===== src/hdl/rv_core_defines.svh =====
// widths for an RV64 core whose data SRAM sees only the low 32 address bits
`ifndef RV_CORE_DEFINES_SVH
`define RV_CORE_DEFINES_SVH

// data path and register file
`define WORD_WD       64
`define GPR_ADDR_WD   5

// fetch side
`define INST_WD       32
`define PC_WD         64

// data sram
`define SRAM_ADDR_WD  32
`define SRAM_WMASK_WD 8

`endif


===== src/hdl/rv_core_pkg.sv =====
// shared types of the pipeline; struct field widths come from the defines header
`default_nettype none

`include "rv_core_defines.svh"

package rv_core_pkg;

  typedef enum logic [3:0] {
    ALU_ADD, ALU_SUB, ALU_AND, ALU_OR, ALU_XOR,
    ALU_SLT, ALU_SLL, ALU_SRL, ALU_SRA,
    ALU_LUI  // passes src2 through
  } alu_op_e;

  typedef enum logic {SRC2_RS2, SRC2_IMM} src2_sel_e;

  typedef enum logic [2:0] {
    MEM_NONE, MEM_LD, MEM_LW, MEM_LBU, MEM_SD, MEM_SW, MEM_SB
  } mem_op_e;

  typedef struct packed {
    logic [`PC_WD-1:0]       pc;
    logic [`WORD_WD-1:0]     rs1_data;
    logic [`WORD_WD-1:0]     rs2_data;
    logic [`WORD_WD-1:0]     imm;
    alu_op_e                 alu_op;
    src2_sel_e               src2_sel;
    logic                    word_cut;  // sign-extend low word
    mem_op_e                 mem_op;
    logic [`GPR_ADDR_WD-1:0] rd;
    logic                    gpr_we;
    logic                    ebreak;
    logic                    invalid;
  } id_to_ex_t;

  typedef struct packed {
    logic [`PC_WD-1:0]       pc;
    logic [`WORD_WD-1:0]     alu_result;
    logic [`GPR_ADDR_WD-1:0] rd;
    logic                    gpr_we;
    mem_op_e                 mem_op;
    logic                    ebreak;
    logic                    invalid;
  } ex_to_wb_t;

endpackage

`default_nettype wire


===== src/hdl/id_stage.sv =====
// decode for the RV64I subset; no forwarding so any RAW on ex or wb stalls here
`default_nettype none

`include "rv_core_defines.svh"

module id_stage import rv_core_pkg::*; (
  input  wire                     i_clk,
  input  wire                     i_rst,
  input  wire                     i_inst_valid,
  input  wire [`INST_WD-1:0]      i_inst,
  input  wire [`PC_WD-1:0]        i_pc,
  output logic                    o_inst_allowin,
  input  wire                     i_ex_allowin,
  input  wire [`GPR_ADDR_WD-1:0]  i_ex_busy_rd,
  input  wire                     i_ex_busy_we,
  input  wire [`GPR_ADDR_WD-1:0]  i_wb_busy_rd,
  input  wire                     i_wb_busy_we,
  output logic [`GPR_ADDR_WD-1:0] o_rs1,
  output logic [`GPR_ADDR_WD-1:0] o_rs2,
  input  wire [`WORD_WD-1:0]      i_rs1_data,
  input  wire [`WORD_WD-1:0]      i_rs2_data,
  output logic                    o_id_to_ex_valid,
  output id_to_ex_t               o_id_to_ex
);

  logic                ds_valid;
  logic [`INST_WD-1:0] inst;
  logic [`PC_WD-1:0]   pc;
  logic                ready_go;
  logic                use_rs1;
  logic                use_rs2;
  logic                rs1_hit;
  logic                rs2_hit;
  logic [6:0]          opcode;
  logic [2:0]          funct3;
  logic [6:0]          funct7;

  assign o_inst_allowin   = !ds_valid || (ready_go && i_ex_allowin);
  assign o_id_to_ex_valid = ds_valid && ready_go;

  always_ff @(posedge i_clk) begin
    if (i_rst) begin
      ds_valid <= 1'b0;
    end else if (o_inst_allowin) begin
      ds_valid <= i_inst_valid;
    end
  end

  always_ff @(posedge i_clk) begin
    if (i_inst_valid && o_inst_allowin) begin
      inst <= i_inst;
      pc   <= i_pc;
    end
  end

  assign opcode = inst[6:0];
  assign funct3 = inst[14:12];
  assign funct7 = inst[31:25];
  assign o_rs1  = inst[19:15];
  assign o_rs2  = inst[24:20];

  // OP, OP-IMM, OP-32, OP-IMM-32, LOAD, STORE read rs1
  assign use_rs1 = (opcode == 7'h33) || (opcode == 7'h13) || (opcode == 7'h3b) ||
                   (opcode == 7'h1b) || (opcode == 7'h03) || (opcode == 7'h23);
  assign use_rs2 = (opcode == 7'h33) || (opcode == 7'h3b) || (opcode == 7'h23);

  assign rs1_hit = use_rs1 && (o_rs1 != '0) &&
                   ((i_ex_busy_we && (i_ex_busy_rd == o_rs1)) ||
                    (i_wb_busy_we && (i_wb_busy_rd == o_rs1)));
  assign rs2_hit = use_rs2 && (o_rs2 != '0) &&
                   ((i_ex_busy_we && (i_ex_busy_rd == o_rs2)) ||
                    (i_wb_busy_we && (i_wb_busy_rd == o_rs2)));
  assign ready_go = !(rs1_hit || rs2_hit);

  always_comb begin
    o_id_to_ex          = '0;
    o_id_to_ex.pc       = pc;
    o_id_to_ex.rs1_data = i_rs1_data;
    o_id_to_ex.rs2_data = i_rs2_data;
    o_id_to_ex.imm      = {{52{inst[31]}}, inst[31:20]};  // I-type by default
    o_id_to_ex.alu_op   = ALU_ADD;
    o_id_to_ex.src2_sel = SRC2_IMM;
    o_id_to_ex.mem_op   = MEM_NONE;
    o_id_to_ex.rd       = inst[11:7];
    case (opcode)
      7'h33: begin  // OP
        o_id_to_ex.src2_sel = SRC2_RS2;
        o_id_to_ex.gpr_we   = 1'b1;
        case ({funct7, funct3})
          10'b0000000_000: o_id_to_ex.alu_op = ALU_ADD;
          10'b0100000_000: o_id_to_ex.alu_op = ALU_SUB;
          10'b0000000_001: o_id_to_ex.alu_op = ALU_SLL;
          10'b0000000_010: o_id_to_ex.alu_op = ALU_SLT;
          10'b0000000_100: o_id_to_ex.alu_op = ALU_XOR;
          10'b0000000_101: o_id_to_ex.alu_op = ALU_SRL;
          10'b0100000_101: o_id_to_ex.alu_op = ALU_SRA;
          10'b0000000_110: o_id_to_ex.alu_op = ALU_OR;
          10'b0000000_111: o_id_to_ex.alu_op = ALU_AND;
          default: begin
            o_id_to_ex.gpr_we  = 1'b0;
            o_id_to_ex.invalid = 1'b1;
          end
        endcase
      end
      7'h13, 7'h1b: begin  // ADDI / ADDIW
        o_id_to_ex.gpr_we   = (funct3 == 3'b000);
        o_id_to_ex.invalid  = (funct3 != 3'b000);
        o_id_to_ex.word_cut = opcode[3];
      end
      7'h3b: begin  // ADDW
        o_id_to_ex.src2_sel = SRC2_RS2;
        o_id_to_ex.word_cut = 1'b1;
        o_id_to_ex.gpr_we   = ({funct7, funct3} == 10'b0);
        o_id_to_ex.invalid  = ({funct7, funct3} != 10'b0);
      end
      7'h37: begin  // LUI
        o_id_to_ex.imm    = {{32{inst[31]}}, inst[31:12], 12'b0};
        o_id_to_ex.alu_op = ALU_LUI;
        o_id_to_ex.gpr_we = 1'b1;
      end
      7'h03: begin
        o_id_to_ex.gpr_we = 1'b1;
        case (funct3)
          3'b011:  o_id_to_ex.mem_op = MEM_LD;
          3'b010:  o_id_to_ex.mem_op = MEM_LW;
          3'b100:  o_id_to_ex.mem_op = MEM_LBU;
          default: begin
            o_id_to_ex.gpr_we  = 1'b0;
            o_id_to_ex.invalid = 1'b1;
          end
        endcase
      end
      7'h23: begin
        o_id_to_ex.imm = {{52{inst[31]}}, inst[31:25], inst[11:7]};  // S-type
        case (funct3)
          3'b011:  o_id_to_ex.mem_op = MEM_SD;
          3'b010:  o_id_to_ex.mem_op = MEM_SW;
          3'b000:  o_id_to_ex.mem_op = MEM_SB;
          default: o_id_to_ex.invalid = 1'b1;
        endcase
      end
      7'h73: begin
        o_id_to_ex.ebreak  = (inst == 32'h0010_0073);
        o_id_to_ex.invalid = (inst != 32'h0010_0073);
      end
      default: o_id_to_ex.invalid = 1'b1;
    endcase
  end

endmodule

`default_nettype wire


===== config.mk =====
export PLATFORM = sky130hd
export DESIGN_NAME = id_stage
export DESIGN_NICKNAME = d
export VERILOG_FILES = /design/src/hdl/rv_core_pkg.sv /design/src/hdl/id_stage.sv
export VERILOG_INCLUDE_DIRS = /design/src /design/src/hdl
export SDC_FILE = /design/constraint.sdc
export NUM_CORES = 1
export LEC_CHECK = 0
export ABC_CLOCK_PERIOD_IN_PS = 5400
export BUFFER_PORTS_ARGS = -buffer_cell sky130_fd_sc_hd__buf_2
export CORE_AREA = 2 2 202 204
export CTS_BUF_LIST = sky130_fd_sc_hd__clkbuf_16
export DETAILED_ROUTE_END_ITERATION = 16
export DIE_AREA = 0 0 204 206
export GPL_TIMING_DRIVEN = 0
export SLEW_MARGIN = 0
export SYNTH_ARGS = -nofsm -noshare
export SYNTH_HDL_FRONTEND = slang
export SYNTH_SLANG_ARGS = --single-unit

===== constraint.sdc =====
create_clock -name i_clk -period 5.4 [get_ports i_clk]
set_input_delay 0.27 -clock i_clk [delete_from_list [all_inputs] [get_ports i_clk]]
set_output_delay 0.27 -clock i_clk [all_outputs]
set_load 0.005 [all_outputs]

==> key figures, run 1 <==
Status
  – Status: finished, final reports clean

CTS
  – Clock root buffer: clkbuf_16
  – Worst skew pair latency: 0.36 ns
  – H-tree levels: 3
  – Hold-fix buffer count after cts: 0
  – Setup fix buffers added after clock tree synthesis: 0
  – CTS buffer count: 9
  – Clock sink total: 97
  – Maximum root-to-sink buffer count: 2
  – Clock tree from TritonCTS: done
  – Post_cts resized: 0
  – Clock slew at the register clock pins of the worst setup and hold paths: 0.07 ns

Final layout
  – Commonest cells after routing, fill and taps aside: buf_2, buf_4, edfxtp_1, xnor2_1, nand2_1
  – Core Util, Final: 0.207
  – Layout cells sized above 1: 0.709
  – Most common cell after layout, fill and taps aside: buf_2
  – Post-synthesis to final-layout area growth: 55.6%
  – Number of nets in the finished design: 1092
  – Filler cells: 4478
  – Cell Count, Final, Fillers Out: 1390

GRT
  – First-pass GRT wire length: 30700 um
  – Number of antenna violations at the first check in global routing: 6
  – Pin count of the biggest net entering global routing: 62
  – Vias in the first global route: 4654
  – GR Overflow Total: 0
  – Global-route usage over all layers: 0.106

Place
  – Last weighted congestion value of the routability-driven placer: 0.775
  – Half-perimeter wire length after detailed placement: 20600 um
  – Placed insts: 1373
  – Number of input and output port buffers inserted: 396

Worst setup path
  – Critical path class: reg -> reg
  – Req. time, crit path: 5.43 ns
  – Data arrival at the endpoint of the critical path: 3.13 ns
  – Maximum net fanout on the critical path: 61
  – Worst Setup End Kind: flop
  – Setup crit start kind: flop

Detailed routing
  – Vias per cell: 3.34
  – Detailed-route DRC error count: 0
  – Iteration-0 DRC count of the detailed router: 168
  – Met1 WL: 6520 um
  – Metal2 WL: 13400 um
  – Routed Antenna Nets: 0
  – DR WL/cell: 17.0 um
  – Initial DRT Pass Iterations: 4
  – Number of vias in the routed layout: 4646
  – Met3 routed WL: 2860 um
  – Top routing layer in use: met5
  – Total routed wirelength: 23600 um

Timing
  – Slew margin rel.: 0.223
  – Setup repair after global routing missed its margin: no
  – Setup violations, final: 0
  – Final period util: 0.573
  – Final Max Tran Viols: 0
  – F_max: 323 MHz
  – Clock Skews: 0.00748 ns
  – Final Hold Violating Endpoints: 0
  – Sum Neg Setup Slack: 0 ns
  – Period minus WS final: 3.10 ns
  – Least-Margin Pin Slew: 1.16 ns

Logic synthesis
  – Gate count of the mapped netlist: 444
  – Top area cells in the synthesized netlist: edfxtp_1, buf_4, xnor2_1
  – Most area-hungry cell type in the Yosys netlist: edfxtp_1
  – Number of warnings reported in the yosys synthesis log: 0
  – Netlist area before placement: 5360 um2
  – Post-synthesis async set-or-reset flop share: 0
  – Total nets after synthesis: 684
  – Number of synthesized flops with an enable pin: 96
  – Avg Cell Area, Syn: 12.1 um2
  – Number of distinct library cells after synthesis: 47
  – Seq/Total Area, Yosys: 0.542
  – Flops & latches, synth: 97
  – Predominant post-synthesis flop cell: edfxtp_1
  – Top cell type's share of synthesized area: 0.538

Floorplanning
  – Floorplan row count: 74
  – Initial standard-cell utilization of the core: 0.133
  – Core area: 40200 um2
  – Die width: 204 um
  – Number of top-level pins: 525
  – Die H: 206 um
  – Die Footprint: 42000 um2

Power and ir drop
  – Total power of the final layout: 1.93 mW
  – Peak VDD IR: 0.000305 V
  – LEAKAGE: 3.99 nW
  – Total power density per cell area: 232 nW/um2

Job
  – Max-cap violation count: 0

Hold path
  – Class of the most critical hold timing path: in -> reg
## area by class of cell
cell class,instances,area (um2),area share
Buffer,189,1400,0.167
Multi-Input combinational cell,153,1050,0.126
Timing Repair Buffer,397,2010,0.241
Clock inverter,7,67.6,0.00811
Inverter,5,18.8,0.00225
Sequential cell,97,2900,0.348
Clock buffer,9,225,0.0270
Antenna cell,1,2.50,0.000300
Tap cell,532,666,0.0799
## path summary, 6_finish.rpt
check	from	end	slack (ns)	depth (start not counted)
setup / recovery	inst[16]	pc[25]	2.30	6
hold / removal	i_rst	ds_valid	0.07	2
setup reg to reg	inst[16]	pc[25]	2.30	6
hold reg to reg	ds_valid	ds_valid	0.55	2
## cells in the mapped netlist, types with 3 or more instances
| cell type | number |
|---|---|
| a21o_1 | 19 |
| and2_1 | 7 |
| and3_1 | 3 |
| buf_2 | 5 |
| buf_4 | 176 |
| clkbuf_1 | 5 |
| edfxtp_1 | 96 |
| inv_1 | 5 |
| nand2_1 | 20 |
| nand2b_1 | 4 |
| nand3_1 | 8 |
| nand4_1 | 5 |
| nor2_1 | 9 |
| nor2b_1 | 5 |
| nor3_1 | 5 |
| o21ai_0 | 11 |
| or4_1 | 4 |
| xnor2_1 | 20 |
## critical path, cell delays in order, from the launching register on
cell	delay (ns)
edfxtp_1	0.47
or4_1	0.56
nor2_1	0.29
nor2b_1	0.17
a221oi_2	0.33
o21a_4	0.54
buf_16	0.33
## registers in the layout, summed over array words and instances (netlist names)
signal,flops
pc,64
inst,32
ds_valid,1
## through the flow
stage | setup slack (ns) | area, um2 | hold slack (ns)
final | 2.30 | 8340 | 0.0654
after floorplan | 1.23 | 5360 | 0.342
after detailed placement | 2.18 | 8040 | 0.439
after CTS | 2.16 | 8330 | 0.0368
after global routing | 2.04 | 8330 | 0.0518
after global placement | -0.103 | 8010 | 0.438
## per-layer routing
metal / vias up / GRT usage
met5: - / 0
met4: 10 / 0.0450
met3: 31 / 0.0495
met2: 317 / 0.214
met1: 2104 / 0.0847
li1: 2184 / -
## logic make-up after synthesis
family	synth area share
compound gates	0.0638
flops	0.542
buf+inv	0.264
xor+xnor	0.0360
mux	0.00187
simple gates	0.0927
## power breakdown
part | internal [mW] | switching (mW) | leakage [nW] | total [mW]
clock | 0.358 | 0.287 | 0.147 | 0.645
sequential | 0.883 | 0.0310 | 0.939 | 0.914
combinational | 0.218 | 0.156 | 2.91 | 0.374
total | 1.46 | 0.474 | 3.99 | 1.93
No activity file was read; power rests on OpenSTA's default activity.
==> run 2, diff against run 1 <==
- ABC_CLOCK_PERIOD_IN_PS: 5400 -> 3200
- clock period: 5.4 -> 3.2 ns (I/O delays scaled with it)
==> run 2 against run 1 <==
Compared with the run above: setup slack got worse by 2.1 ns; cell area increased by 12%; clock skew increased by 0.0014 ns; flip-flop and latch count unchanged; register-to-register slack got worse by 2.1 ns; first-iteration DRC count decreased by 22%; power increased by 77%; critical path type unchanged; largest cell class unchanged; largest power group unchanged.
==> key figures, run 2 (same netlist as run 1, synthesis figures left out) <==
Hold path
  – Class of the most critical hold timing path: in -> out
  – WHS Path Cells: 2
  – Worst min-delay path endpoint: o_id_to_ex[107]
  – Launch point of the worst hold path: i_rs2_data[26]

CTS
  – H-tree levels: 3
  – Clock tree from TritonCTS: done
  – CTS buffer count: 9
  – Maximum root-to-sink buffer count: 2
  – Clock slew at the register clock pins of the worst setup and hold paths: 0.07 ns
  – Clock sink total: 97
  – Worst skew pair latency: 0.36 ns
  – Clock root buffer: clkbuf_16

Final layout
  – Multi-input gate area in the final layout: 1070 um2
  – Sequential standard cell area: 2900 um2
  – Post-synthesis to final-layout area growth: 74.2%
  – Most common cell after layout, fill and taps aside: buf_2
  – Filler cells: 4309
  – Number of nets in the finished design: 1190
  – Cell Count, Final, Fillers Out: 1489
  – Largest Register: pc
  – Layout cells sized above 1: 0.640
  – Commonest cells after routing, fill and taps aside: buf_2, buf_4, dlygate4sd3_1, edfxtp_1
  – Leading registers by flop count: pc: 64 flops, inst: 32 flops, ds_valid: 1 flops
  – Max FFs per register: 64

Worst setup path
  – FF-to-FF End: inst[25]
  – Setup crit start kind: flop
  – Data arrival at the endpoint of the critical path: 2.99 ns
  – Worst setup slack for register-to-register paths: 0.20 ns
  – Worst Setup End Kind: flop
  – Critical path class: reg -> reg
  – Maximum net fanout on the critical path: 48
  – Req. time, crit path: 3.19 ns
  – Cell count of the worst reg-to-reg path: 5
  – Reg2Reg Launch Point: inst[16]

Detailed routing
  – Number of vias in the routed layout: 5070
  – Detailed-route DRC error count: 0
  – Initial DRT Pass Iterations: 4
  – Total routed wirelength: 25600 um
  – Iteration-0 DRC count of the detailed router: 131
  – DR WL/cell: 17.2 um
  – Routed Antenna Nets: 0
  – Vias per cell: 3.40

Timing
  – Final Hold Violating Endpoints: 0
  – Setup repair after global routing missed its margin: no
  – Least-Margin Pin Slew: 1.16 ns
  – Final period util: 0.938
  – Period minus WS final: 3.00 ns
  – Clock Skews: 0.00885 ns
  – F_max: 333 MHz
  – Setup violations, final: 0
  – Sum Neg Setup Slack: 0 ns
  – Slew margin rel.: 0.220
  – Final Max Tran Viols: 0

Power and ir drop
  – LEAKAGE: 4.40 nW
  – Peak VDD IR: 0.000394 V
  – Total power density per cell area: 367 nW/um2

Floorplanning
  – Die Footprint: 42000 um2
  – Floorplan row count: 74
  – Core area: 40200 um2
  – Die H: 206 um
  – Die width: 204 um
  – Number of top-level pins: 525
  – Initial standard-cell utilization of the core: 0.133

Job
  – Max-cap violation count: 0

GRT
  – Pin count of the biggest net entering global routing: 49
  – Vias in the first global route: 5136
  – First-pass GRT wire length: 33500 um
  – Global-route usage over all layers: 0.114
  – GR Overflow Total: 0
  – Number of antenna violations at the first check in global routing: 3

Place
  – Half-perimeter wire length after detailed placement: 20500 um
  – Placed insts: 1372
  – Number of input and output port buffers inserted: 396
  – Last weighted congestion value of the routability-driven placer: 0.783

Status
  – Status: finished, final reports clean
==> run 2: how the worst max path moves through the flow <==
stage	slack [ns]	cells after the start	startpoint	end
floorplan	0.48	4	inst[21]	inst[0]
global placement	-0.19	5	inst[16]	pc[24]
detailed placement	-0.22	5	inst[16]	inst[12]
CTS	0.08	5	inst[16]	inst[17]
global route	0.08	5	inst[16]	pc[37]
finish	0.20	5	inst[16]	inst[25]
==> run 2: area by class of cell <==
| type | instances | area share |
|---|---|---|
| Antenna cell | 2 | 0.000536 |
| Buffer | 189 | 0.149 |
| Clock buffer | 9 | 0.0241 |
| Clock inverter | 7 | 0.00898 |
| Inverter | 5 | 0.00201 |
| Multi-Input combinational cell | 154 | 0.115 |
| Sequential cell | 97 | 0.311 |
| Tap cell | 532 | 0.0713 |
| Timing Repair Buffer | 494 | 0.317 |
==> run 2: power by group <==
part	total [mW]	internal [mW]	switching (mW)
Sequential	1.54	1.49	0.0535
Combinational	0.739	0.444	0.296
Clock	1.14	0.621	0.519
Total	3.42	2.55	0.868
==> run 2: stage by stage <==
| step | util | instance area, um2 | total power, mW | hold WS (ns) | setup slack (ns) |
|---|---|---|---|---|---|
| 6_report | 0.232 | 9330 | 3.42 | 0.486 | 0.199 |
| 5_1_grt | 0.232 | 9330 | 3.59 | 0.491 | 0.0776 |
| 4_1_cts | 0.232 | 9320 | 3.48 | 0.474 | 0.0788 |
| 3_5_place_dp | 0.199 | 8010 | 2.22 | 0.326 | -0.217 |
| 3_3_place_gp | 0.199 | 8010 | 2.21 | 0.322 | -0.188 |
| 2_1_floorplan | - | 5370 | 1.87 | 0.232 | 0.478 |
==> run 2: routing by layer <==
metal / up-vias / global-route usage / share of wire
met3: 26 / 0.0364 / 0.092
met1: 2332 / 0.0988 / 0.31
met5: - / 0 / 0.00051
li1: 2383 / - / -
met4: 2 / 0.0507 / 0.031
met2: 327 / 0.233 / 0.57
==> run 2: worst max-delay path: stages, from the launching register on <==
cell	delay [ns]
edfxtp_1	0.47
or4_1	0.54
nor2_1	0.31
nor2b_1	0.19
a221oi_4	0.43
o21a_4	0.62
==> run 2: timing repair <==
item,CTS,global route
hold buffers,98,0
buffers inserted,0,0
endpoints found under the setup margin,96,30
resized for setup,1,1
hold endpoints to repair,97,0
gates cloned,1,0
