### src/hdl/rv_core_defines.svh
// widths for an RV64 core whose data SRAM sees only the low 32 address bits
`ifndef RV_CORE_DEFINES_SVH
`define RV_CORE_DEFINES_SVH

// data path and register file
`define WORD_WD       64
`define GPR_ADDR_WD   5

// fetch side
`define INST_WD       32
`define PC_WD         64

// data sram
`define SRAM_ADDR_WD  32
`define SRAM_WMASK_WD 8

`endif

### src/hdl/rv_core_pkg.sv
// shared types of the pipeline; struct field widths come from the defines header
`default_nettype none

`include "rv_core_defines.svh"

package rv_core_pkg;

  typedef enum logic [3:0] {
    ALU_ADD, ALU_SUB, ALU_AND, ALU_OR, ALU_XOR,
    ALU_SLT, ALU_SLL, ALU_SRL, ALU_SRA,
    ALU_LUI  // passes src2 through
  } alu_op_e;

  typedef enum logic {SRC2_RS2, SRC2_IMM} src2_sel_e;

  typedef enum logic [2:0] {
    MEM_NONE, MEM_LD, MEM_LW, MEM_LBU, MEM_SD, MEM_SW, MEM_SB
  } mem_op_e;

  typedef struct packed {
    logic [`PC_WD-1:0]       pc;
    logic [`WORD_WD-1:0]     rs1_data;
    logic [`WORD_WD-1:0]     rs2_data;
    logic [`WORD_WD-1:0]     imm;
    alu_op_e                 alu_op;
    src2_sel_e               src2_sel;
    logic                    word_cut;  // sign-extend low word
    mem_op_e                 mem_op;
    logic [`GPR_ADDR_WD-1:0] rd;
    logic                    gpr_we;
    logic                    ebreak;
    logic                    invalid;
  } id_to_ex_t;

  typedef struct packed {
    logic [`PC_WD-1:0]       pc;
    logic [`WORD_WD-1:0]     alu_result;
    logic [`GPR_ADDR_WD-1:0] rd;
    logic                    gpr_we;
    mem_op_e                 mem_op;
    logic                    ebreak;
    logic                    invalid;
  } ex_to_wb_t;

endpackage

`default_nettype wire

### src/hdl/pipe_slot.sv
// one pipeline register with valid bit; the payload itself has no reset
`default_nettype none

module pipe_slot #(
  parameter type payload_t = logic
) (
  input  wire      i_clk,
  input  wire      i_rst,
  input  wire      i_valid,
  input  payload_t i_payload,
  input  wire      i_ready_go,      // this stage done with its item
  input  wire      i_next_allowin,
  output logic     o_allowin,
  output logic     o_valid,         // valid toward next stage
  output payload_t o_payload
);

  logic     valid_q;
  payload_t payload_q;

  assign o_allowin = !valid_q || (i_ready_go && i_next_allowin);
  assign o_valid   = valid_q && i_ready_go;
  assign o_payload = payload_q;

  always_ff @(posedge i_clk) begin
    if (i_rst) begin
      valid_q <= 1'b0;
    end else if (o_allowin) begin
      valid_q <= i_valid;  // drops when item leaves and nothing arrives
    end
  end

  always_ff @(posedge i_clk) begin
    if (i_valid && o_allowin) begin
      payload_q <= i_payload;
    end
  end

endmodule

`default_nettype wire

### src/hdl/wb_stage.sv
// result stage never stalls so the load data of the previous cycle is always taken
`default_nettype none

`include "rv_core_defines.svh"

module wb_stage import rv_core_pkg::*; (
  input  wire                     i_clk,
  input  wire                     i_rst,
  input  wire                     i_ex_to_wb_valid,
  input  ex_to_wb_t               i_ex_to_wb,
  output logic                    o_wb_allowin,
  output logic [`GPR_ADDR_WD-1:0] o_wb_busy_rd,
  output logic                    o_wb_busy_we,
  input  wire [`WORD_WD-1:0]      i_data_sram_rdata,
  output logic                    o_gpr_we,
  output logic [`GPR_ADDR_WD-1:0] o_gpr_waddr,
  output logic [`WORD_WD-1:0]     o_gpr_wdata,
  output logic                    o_commit_valid,
  output logic [`PC_WD-1:0]       o_commit_pc,
  output logic [`GPR_ADDR_WD-1:0] o_commit_rd,
  output logic [`WORD_WD-1:0]     o_commit_wdata,
  output logic                    o_ebreak,
  output logic                    o_invalid
);

  ex_to_wb_t           ws;
  logic [`WORD_WD-1:0] rdata_sh;
  logic [`WORD_WD-1:0] wdata;

  pipe_slot #(
    .payload_t     (ex_to_wb_t)
  ) u_slot (
    .i_clk         (i_clk),
    .i_rst         (i_rst),
    .i_valid       (i_ex_to_wb_valid),
    .i_payload     (i_ex_to_wb),
    .i_ready_go    (1'b1),
    .i_next_allowin(1'b1),  // commit always drains
    .o_allowin     (o_wb_allowin),
    .o_valid       (o_commit_valid),
    .o_payload     (ws)
  );

  assign o_wb_busy_rd = ws.rd;
  assign o_wb_busy_we = o_commit_valid && ws.gpr_we;

  // addressed bytes down to bit 0
  assign rdata_sh = i_data_sram_rdata >> {ws.alu_result[2:0], 3'b000};

  always_comb begin
    case (ws.mem_op)
      MEM_LD:  wdata = i_data_sram_rdata;
      MEM_LW:  wdata = {{32{rdata_sh[31]}}, rdata_sh[31:0]};
      MEM_LBU: wdata = {56'b0, rdata_sh[7:0]};
      default: wdata = ws.alu_result;
    endcase
  end

  assign o_gpr_we       = o_commit_valid && ws.gpr_we && (ws.rd != '0);
  assign o_gpr_waddr    = ws.rd;
  assign o_gpr_wdata    = wdata;
  assign o_commit_pc    = ws.pc;
  assign o_commit_rd    = ws.rd;
  assign o_commit_wdata = wdata;
  assign o_ebreak       = o_commit_valid && ws.ebreak;
  assign o_invalid      = o_commit_valid && ws.invalid;

endmodule

`default_nettype wire

### config.mk
export PLATFORM = sky130hd
export DESIGN_NAME = wb_stage
export DESIGN_NICKNAME = d
export VERILOG_FILES = /design/src/hdl/rv_core_pkg.sv /design/src/hdl/pipe_slot.sv /design/src/hdl/wb_stage.sv
export VERILOG_INCLUDE_DIRS = /design/src /design/src/hdl
export SDC_FILE = /design/constraint.sdc
export NUM_CORES = 1
export LEC_CHECK = 0
export BUFFER_PORTS_ARGS = -buffer_cell sky130_fd_sc_hd__buf_2
export CELL_PAD_IN_SITES_DETAIL_PLACEMENT = 0
export CELL_PAD_IN_SITES_GLOBAL_PLACEMENT = 1
export CORE_ASPECT_RATIO = 0.75
export CORE_MARGIN = 5
export CORE_UTILIZATION = 30
export CTS_CLUSTER_DIAMETER = 100
export DETAILED_ROUTE_END_ITERATION = 8
export PLACE_DENSITY_LB_ADDON = 0.25
export RECOVER_POWER = 50
export SLEW_MARGIN = 0
export SYNTH_ARGS = -nofsm -noshare
export SYNTH_HDL_FRONTEND = slang
export SYNTH_SLANG_ARGS = --single-unit
export TNS_END_PERCENT = 30
### constraint.sdc
create_clock -name i_clk -period 1.8 [get_ports i_clk]
set_input_delay 0.18 -clock i_clk [delete_from_list [all_inputs] [get_ports i_clk]]
set_output_delay 0.18 -clock i_clk [all_outputs]
set_load 0.02 [all_outputs]
==> qor.txt, run 1 <==
failing checks - negative setup slack
routed vias/inst - 4.72
CTS tree - built
EDFF count, synth - 139
Net Sw Power - 3.91 mW
Worst-Margin Slew - 1210 ps
dominant synthesized flop cell - edfxtp_1
post-synth top area share - 47.9%
largest family of logic cells by synthesized area - buffers and inverters
top cells by count, synth - buf_4 (148), edfxtp_1 (139), nor2b_1 (68)
die area - 32600 µm²
RD Place Congestion - 0.831
Startpoint Class - register
Synth Cell Area - 8710 µm²
status - finished with violations
Seq/Total Area, Yosys - 48.1%
normalized max-slew margin - 19.3%
Setup WS pre-CTS - -332 ps
leading area contributor after synthesis - edfxtp_1
Slew Viols, Final - 0
post-synthesis compound-gate area fraction - 15.4%
Sw Ratio - 34.6%
Crit Path Class - reg2out
router iterations before antenna repair - 4
clock power share - 32.4%
Core Region - 28900 µm²
endpoint type of the worst setup path - primary output
IO Port Bufs - 417
asr flop ratio synth - 0%
io pins - 419
Routed WL - 33700 µm
vias in the first global route - 7873
internal power - 7.38 mW
first-pass GRT wire length - 48600 µm
hold slack - 418 ps
Global Route Usage Sum - 19.9%
sequential share of power - 35.3%
final setup margin - -709 ps
Final nets - 1424
detailed-route via count - 7684
xor/xnor cell area share of the yosys netlist - 0%
Lkg Pwr - 5.73 nW
pin count of the biggest net entering global routing - 47
H-tree Lvls - 4
row count - 54
fin crit period - 2510 ps
Mapped Avg Cell Area - 11.8 µm²
DRC Markers - 0
number of nets still failing antenna checks after routing - 0
Comb pwr share - 32.3%
initial antenna violation count - 6
clk sinks - 140
area delta synth->final - 52.0%
CP required - 1620 ps
WL/cell - 20.7 µm
fraction of layout cells with a size suffix above 1 - 51.1%
Netlist cell types - 35
CTS clk-pin slew, worst paths - 70 ps
Hold WC Path Type - in2reg
DP HPWL - 24500 µm
Max-cap violations - 0
DR iter-0 viols - 318
FF+latch count, synth - 140
VDD IR max - 0.619 mV
Post-Synth Simple-Gate Area - 9.84%
Synth Instances - 741
f_max - 399 MHz
Initial Util - 30.2%
crit path DAT - 2330 ps
die height - 158 µm
count of final setup violators - 129
Syn Nets - 947
maximum clock path buffer count - 2
total grt overflow - 0
crit-path max FO - 17
RSZ-0062 raised after global routing - true
die width - 207 µm
Adder-Cell Fraction of Synth Area - 0%
TritonCTS Buffers - 17
fin crit share - 139%
Root Driver - clkbuf_16
Pwr Density - 853 nW/µm²
Final Hold Violating Endpoints - 0
most common cell in the netlist - buf_4
Synth area leaders - edfxtp_1 (48%), buf_4 (13%), mux4_2 (6.2%)
Ys Warns - 0
multiplexer share of the synthesized area - 10.8%
total power - 11.3 mW
## critical path: stages (launching register included)
cell      delay (ps)
edfxtp_1         390
buf_4            140
buf_12           160
buf_4            130
mux4_2           480
a221o_1          390
buf_2            190
## routing by layer
layer / track usage, % / part of all wire [%] / vias to the layer above
met4: 4.18 / 1.1 / 4
met5: 0 / 0.062 / -
li1: - / - / 3581
met3: 6.98 / 8.6 / 25
met1: 26.0 / 42 / 3757
met2: 32.2 / 48 / 317
## state kept, by name, indices dropped and copies added (netlist names)
name,cells
u_slot.valid_q,1
u_slot.o_payload,139
## layout by cell type (no fill, tap or decap), drive strengths merged, types with 2 or more instances in the layout
master / instances
clkbuf: 22
nand2b: 2
a22oi: 9
clkinv: 6
dlygate4sd3: 140
nand2: 57
nor2b: 68
nand3: 7
o211ai: 48
mux4: 24
nor2: 27
edfxtp: 139
buf: 510
inv: 9
mux2i: 39
o32ai: 7
a31oi: 7
a221o: 23
diode: 4
and2: 3
o2bb2ai: 8
a21oi: 64
## final timing paths
path / from / end / slack [ps] / cells past startpoint
max: u_slot.o_payload[11] / o_gpr_wdata[19] / -710 / 6
min: i_rst / u_slot.valid_q / 420 / 3
## stage by stage
stage,utilization (%),setup TNS [ps],cells,instance area (µm²)
final,45.9,-81350,1627,13200
after detailed placement,37.0,-33370,1429,10700
after global routing,45.9,-94400,1627,13200
after floorplan,-,-12750,741,8900
after global placement,37.0,-26940,1429,10700
after CTS,45.4,-85230,1618,13100
## power by group through the flow
stage / clock network [mW] / registers, mW / logic (mW)
after floorplan: 0 / 4.01 / 2.34
after global routing: 3.90 / 4.01 / 3.91
after global placement: 0 / 4.04 / 3.14
after detailed placement: 0 / 4.04 / 3.14
after CTS: 3.75 / 3.98 / 3.59
final: 3.66 / 3.98 / 3.65
## what timing repair did
item                       in CTS  in global routing
hold buffers                  140                  0
hold endpoints to repair      140                  0
gates resized for setup        71                 42
setup endpoints to repair     129                129
pin swaps                      11                 11
setup buffers                  16                  6
cloned                          1                  0
## kinds of logic (layout without fill, tap and decap cells)
logic type / after synthesis / count (layout)
simple gates: 169 / 169
buf+inv: 198 / 688
compound gates: 169 / 169
flops: 140 / 140
mux: 64 / 64
other cells: 1 / 5
## cell type report
cell class	instances	area [µm²]
clock buffers	17	425
multi-input cells	403	3310
repair buffers	656	4620
clock inverters	15	184
fillers	2740	15600
diodes	4	10.0
flip-flops and latches	140	4190
well taps	392	490
No activity file was read; power rests on OpenSTA's default activity.
==> inputs of run 2 (changes only) <==
--- a/config.mk
+++ b/config.mk
@@ -11,7 +11,7 @@
 export CELL_PAD_IN_SITES_GLOBAL_PLACEMENT = 1
 export CORE_ASPECT_RATIO = 0.75
 export CORE_MARGIN = 5
-export CORE_UTILIZATION = 30
+export CORE_UTILIZATION = 31
 export CTS_CLUSTER_DIAMETER = 100
 export DETAILED_ROUTE_END_ITERATION = 8
 export PLACE_DENSITY_LB_ADDON = 0.25
==> run 2 against run 1 <==
Compared with the run above: the run still ends with negative setup slack left; routed wire length is 0.21% lower; first-iteration DRC count is 27% higher; critical path depth stayed put; count of clock-buffer cells in the layout stayed put; critical path type unchanged; maximum frequency is 0.80% higher; critical endpoint is now o_commit_wdata[31]; highest routed layer is now met4; flip-flop and latch count stayed put; largest cell class unchanged; global-route usage is 0.71 points higher; utilization is 0.97 points higher; largest power group unchanged.
==> qor.txt, run 2 (synthesis gave the netlist of run 1 again) <==
Global Route Usage Sum - 20.6% (was 19.9%)
TritonCTS Buffers - 17 (unchanged)
die width - 204 µm (was 207 µm)
area delta synth->final - 49.8% (was 52.0%)
most frequent cells in the layout - buf_2 (384), dlygate4sd3_1 (140), edfxtp_1 (139), buf_4 (82), nor2b_1 (65) (was buf_2 (370), dlygate4sd3_1 (140), edfxtp_1 (139), buf_4 (95), nor2b_1 (65))
H-tree Lvls - 4 (unchanged)
crit-path max FO - 20 (was 17)
DRC Markers - 0 (unchanged)
fin cells - 1581 (was 1627)
Initial Util - 31.3% (was 30.2%)
Hold WC Path Type - in2reg (unchanged)
CP max-delay cell - mux4_2 (unchanged)
CTS tree - built (unchanged)
DP HPWL - 24400 µm (was 24500 µm)
Hold Path Stages - 3 (unchanged)
Routed WL - 33600 µm (was 33700 µm)
number of nets still failing antenna checks after routing - 0 (unchanged)
status - finished with violations (unchanged)
worst path cell trace - buf_12 -> mux4_2 -> a22oi_4 -> buf_12 -> o211ai_2 -> buf_2 (was buf_4 -> buf_12 -> buf_4 -> mux4_2 -> a221o_1 -> buf_2)
IO Port Bufs - 417 (unchanged)
die height - 155 µm (was 158 µm)
gr busiest metal - met2 (unchanged)
CP required - 1620 ps (about the same)
first-pass GRT wire length - 49200 µm (was 48600 µm)
Core Region - 27900 µm² (was 28900 µm²)
normalized max-slew margin - 13.7% (was 19.3%)
CTS clk-pin slew, worst paths - 70 ps (about the same)
clk sinks - 140 (unchanged)
Crit path max-delay family - buffers and inverters (unchanged)
DR iter-0 viols - 403 (was 318)
WL/cell - 21.2 µm (was 20.7 µm)
failing checks - negative setup slack (unchanged)
Slew Viols, Final - 0 (unchanged)
VDD IR max - 0.839 mV (was 0.619 mV)
Global Route met2 Usage - 33.7% (was 32.2%)
Final Hold Violating Endpoints - 0 (unchanged)
RSZ-0062 raised after global routing - true (unchanged)
Max-cap violations - 0 (unchanged)
routed vias/inst - 4.79 (was 4.72)
Final nets - 1416 (was 1424)
RD Place Congestion - 0.814 (was 0.831)
Startpoint Class - register (unchanged)
Lkg Pwr - 5.70 nW (was 5.73 nW)
# fillers - 2562 (was 2740)
M3 GR Usage - 6.90% (was 6.98%)
design area - 13100 µm² (was 13200 µm²)
most frequent CP cell - buf_12 (was buf_4)
met1 usage - 27.0% (was 26.0%)
Root Driver - clkbuf_16 (unchanged)
total grt overflow - 0 (unchanged)
worst hold path startpoint - i_rst (unchanged)
Worst-Margin Slew - 1290 ps (was 1210 ps)
row count - 53 (was 54)
CP Depth - 6 (unchanged)
fin crit share - 138% (was 139%)
Pwr Density - 868 nW/µm² (was 853 nW/µm²)
io pins - 419 (unchanged)
f_max - 402 MHz (was 399 MHz)
detailed-route via count - 7575 (was 7684)
Largest register FFs - 139 (unchanged)
endpoint type of the worst setup path - primary output (unchanged)
maximum clock path buffer count - 2 (unchanged)
initial antenna violation count - 1 (was 6)
Crit Path Class - reg2out (unchanged)
crit path DAT - 2310 ps (was 2330 ps)
Bufs and invs on worst path - 3 (was 4)
Final TNS setup - -79730 ps (was -81350 ps)
Max stage delay on crit path - 530 ps (was 480 ps)
die area - 31600 µm² (was 32600 µm²)
fraction of layout cells with a size suffix above 1 - 50.0% (was 51.1%)
fin crit period - 2490 ps (was 2510 ps)
pin count of the biggest net entering global routing - 50 (was 47)
vias in the first global route - 7907 (was 7873)
dpl cell area - 10700 µm² (about the same)
final setup margin - -689 ps (was -709 ps)
Setup crit start - u_slot.o_payload[11] (unchanged)
cell count after placement - 1399 (was 1429)
count of final setup violators - 129 (unchanged)
router iterations before antenna repair - 5 (was 4)
leading cell type in the layout, fill and taps excluded - buf_2 (unchanged)
-- run 2: cell types whose count changed in the layout (fill, tap and decap cells not counted), sizes merged --
cell,delta
inv,-3
diode,-3
bufinv,+3
buf,-7
clkbuf,-1
-- run 2: power by group --
group | internal (mW) | switching (mW) | leakage (nW)
Sequential | 3.88 | 0.103 | 1.37
Clock | 2.21 | 1.56 | 0.302
Combinational | 1.56 | 2.02 | 4.03
Total | 7.64 | 3.69 | 5.70
-- run 2: final timing paths --
| check | endpoint |
|---|---|
| worst max-delay path | o_commit_wdata[31] |
| worst min-delay path | u_slot.valid_q |
-- run 2: repair_timing --
action                                  in CTS  in global routing
cloned                                       2                  0
gates resized for setup                     61                 14
hold buffers                               140                  0
endpoints found under the hold margin      140                  0
setup buffers                                5                  3
pin swaps                                   16                  3
endpoints found under the setup margin     129                129
-- run 2: per-layer routing --
metal	routed length (µm)	share of wire, %
met5	0	0
met4	284	0.85
met3	2650	7.9
met2	16200	48
met1	14500	43
-- run 2: cell type report --
type,count,area [µm²],area share [%]
repair buffers,648,4530,34.7
flip-flops and latches,140,4190,32.1
multi-input cells,403,3260,25.0
well taps,357,447,3.42
clock buffers,17,425,3.26
clock inverters,15,186,1.43
diodes,1,2.50,0.0192
-- run 2: per-stage QoR --
stage	total power, mW	hold slack [ps]	setup slack [ps]	utilization, %
floorplan	6.36	252	-210	-
global placement	7.20	337	-360	38.4
detailed placement	7.21	340	-344	38.4
CTS	11.4	89.3	-728	46.8
global route	11.8	426	-795	46.9
finish	11.3	440	-689	46.9
==> inputs of run 3 (changes only) <==
==> constraint.sdc (replaced) <==
create_clock -name i_clk -period 2.8 [get_ports i_clk]
set_input_delay 0.28 -clock i_clk [delete_from_list [all_inputs] [get_ports i_clk]]
set_output_delay 0.28 -clock i_clk [all_outputs]
set_load 0.02 [all_outputs]
==> run 3 against run 2 <==
Compared with the run above: the run now ends clean; sequential share of layout area increased by 4.1 points; global-route usage fell by 0.62 points; critical path type unchanged; routed wire length shrank 2.2%; critical path depth is 1 lower; worst setup slack improved by 800 ps; combinational power shrank 44%; largest cell class is now sequential cells.
==> qor.txt, run 3 (synthesis gave the netlist of run 1 again) <==
io pins - 419 (unchanged)
Startpoint Class - register (unchanged)
die width - 204 µm (unchanged)
Pwr Density - 602 nW/µm² (was 868 nW/µm²)
first-pass GRT wire length - 47200 µm (was 49200 µm)
Largest register FFs - 139 (unchanged)
IO Port Bufs - 417 (unchanged)
CTS tree - built (unchanged)
row count - 53 (unchanged)
DP HPWL - 24200 µm (was 24400 µm)
fin cells - 1459 (was 1581)
die height - 155 µm (unchanged)
vias in the first global route - 7214 (was 7907)
DRC Markers - 0 (unchanged)
CTS clk-pin slew, worst paths - 70 ps (about the same)
f_max - 372 MHz
Lkg Pwr - 5.00 nW (was 5.70 nW)
routed vias/inst - 4.87 (was 4.79)
design area - 11600 µm² (was 13100 µm²)
clk sinks - 140 (unchanged)
area delta synth->final - 33.0% (was 49.8%)
number of nets still failing antenna checks after routing - 0 (unchanged)
status - finished clean (was finished with violations)
router iterations before antenna repair - 5 (unchanged)
initial antenna violation count - 8 (was 1)
Final TNS setup - 0 ps (was -79730 ps)
Crit Path Class - reg2out (unchanged)
crit path DAT - 2410 ps (was 2310 ps)
Initial Util - 31.3% (unchanged)
CP required - 2520 ps (was 1620 ps)
Core Region - 27900 µm² (unchanged)
Layout Utilization - 41.6% (was 46.9%)
# fillers - 2737 (was 2562)
Slew Viols, Final - 0 (unchanged)
Hold WC Path Type - in2reg (unchanged)
WL/cell - 22.5 µm (was 21.2 µm)
count of final setup violators - 0 (was 129)
cell count after placement - 1345 (was 1399)
die area - 31600 µm² (unchanged)
endpoint type of the worst setup path - primary output (unchanged)
normalized max-slew margin - 13.1% (was 13.7%)
leading cell type in the layout, fill and taps excluded - buf_2 (unchanged)
Final nets - 1292 (was 1416)
Routed WL - 32900 µm (was 33600 µm)
maximum clock path buffer count - 2 (unchanged)
RSZ-0062 raised after global routing - false (was true)
total power - 6.97 mW (was 11.3 mW)
detailed-route via count - 7106 (was 7575)
fin crit share - 96.0%
pin count of the biggest net entering global routing - 65 (was 50)
Root Driver - clkbuf_16 (unchanged)
DR iter-0 viols - 342 (was 403)
most frequent cells in the layout - buf_2 (410), edfxtp_1 (139), dlygate4sd3_1 (76), nor2b_1 (67), a21oi_1 (64) (was buf_2 (384), dlygate4sd3_1 (140), edfxtp_1 (139), buf_4 (82), nor2b_1 (65))
dpl cell area - 10200 µm² (was 10700 µm²)
H-tree Lvls - 4 (unchanged)
VDD IR max - 0.396 mV (was 0.839 mV)
Max-cap violations - 0 (unchanged)
RD Place Congestion - 0.761 (was 0.814)
Worst-Margin Slew - 1300 ps (was 1290 ps)
Final Hold Violating Endpoints - 0 (unchanged)
fin crit period - 2690 ps
total grt overflow - 0 (unchanged)
TritonCTS Buffers - 17 (unchanged)
Global Route Usage Sum - 20.0% (was 20.6%)
crit-path max FO - 16 (was 20)
fraction of layout cells with a size suffix above 1 - 48.5% (was 50.0%)
==> run 3: cell types whose count changed in the layout (fill, tap and decap cells not counted), moves of 6 or more <==
| cell | change |
|---|---|
| buf_12 | -9 |
| buf_2 | +26 |
| buf_4 | -62 |
| buf_6 | -21 |
| clkbuf_1 | +6 |
| dlygate4sd3_1 | -64 |
==> run 3: path summary, 6_finish.rpt <==
| path | from | end | slack (ps) | cells after the start |
|---|---|---|---|---|
| worst max-delay path | u_slot.o_payload[12] | o_commit_wdata[30] | 110 | 5 |
| worst min-delay path | i_ex_to_wb[21] | u_slot.o_payload[21] | 20 | 1 |
==> run 3: power by group <==
group	leakage, nW	switching (mW)	total, mW	internal, mW
registers	1.37	0.0661	2.56	2.49
clock network	0.286	1.05	2.40	1.35
logic	3.35	1.24	2.01	0.771
==> run 3: stage by stage <==
stage	hold WS [ps]	setup WS, ps
after floorplan	352	630
after global placement	443	436
after detailed placement	439	424
after CTS	0.0636	22.5
after global routing	0.0441	4.99
final	20.0	112
==> run 3: final cells by class <==
| class | count | area [µm²] | share of cell area (%) |
|---|---|---|---|
| well taps | 357 | 447 | 3.86 |
| multi-input cells | 403 | 3160 | 27.2 |
| clock inverters | 14 | 171 | 1.48 |
| repair buffers | 524 | 3180 | 27.5 |
| diodes | 3 | 7.51 | 0.0648 |
| flip-flops and latches | 140 | 4190 | 36.2 |
| clock buffers | 18 | 429 | 3.70 |
==> run 3: metal layers <==
layer,track usage (%),wire length (µm),vias up
li1,-,-,3313
met1,26.6,14200,3442
met2,31.8,15400,313
met3,7.06,2890,28
met4,4.11,333,10
met5,0,58,-
==> run 3: worst max-delay path, stage by stage (launching register included) <==
cell and delay [ps]:
edfxtp_1 420, buf_4 260, buf_6 240, mux4_2 520, a221o_1 360, buf_2 170
==> run 3: what timing repair did <==
item,4_1_cts,5_1_grt
endpoints found under the setup margin,4,20
gates resized for setup,0,3
setup buffers,0,1
pin swaps,0,0
hold buffers,71,5
cloned,1,1
hold endpoints to repair,71,5
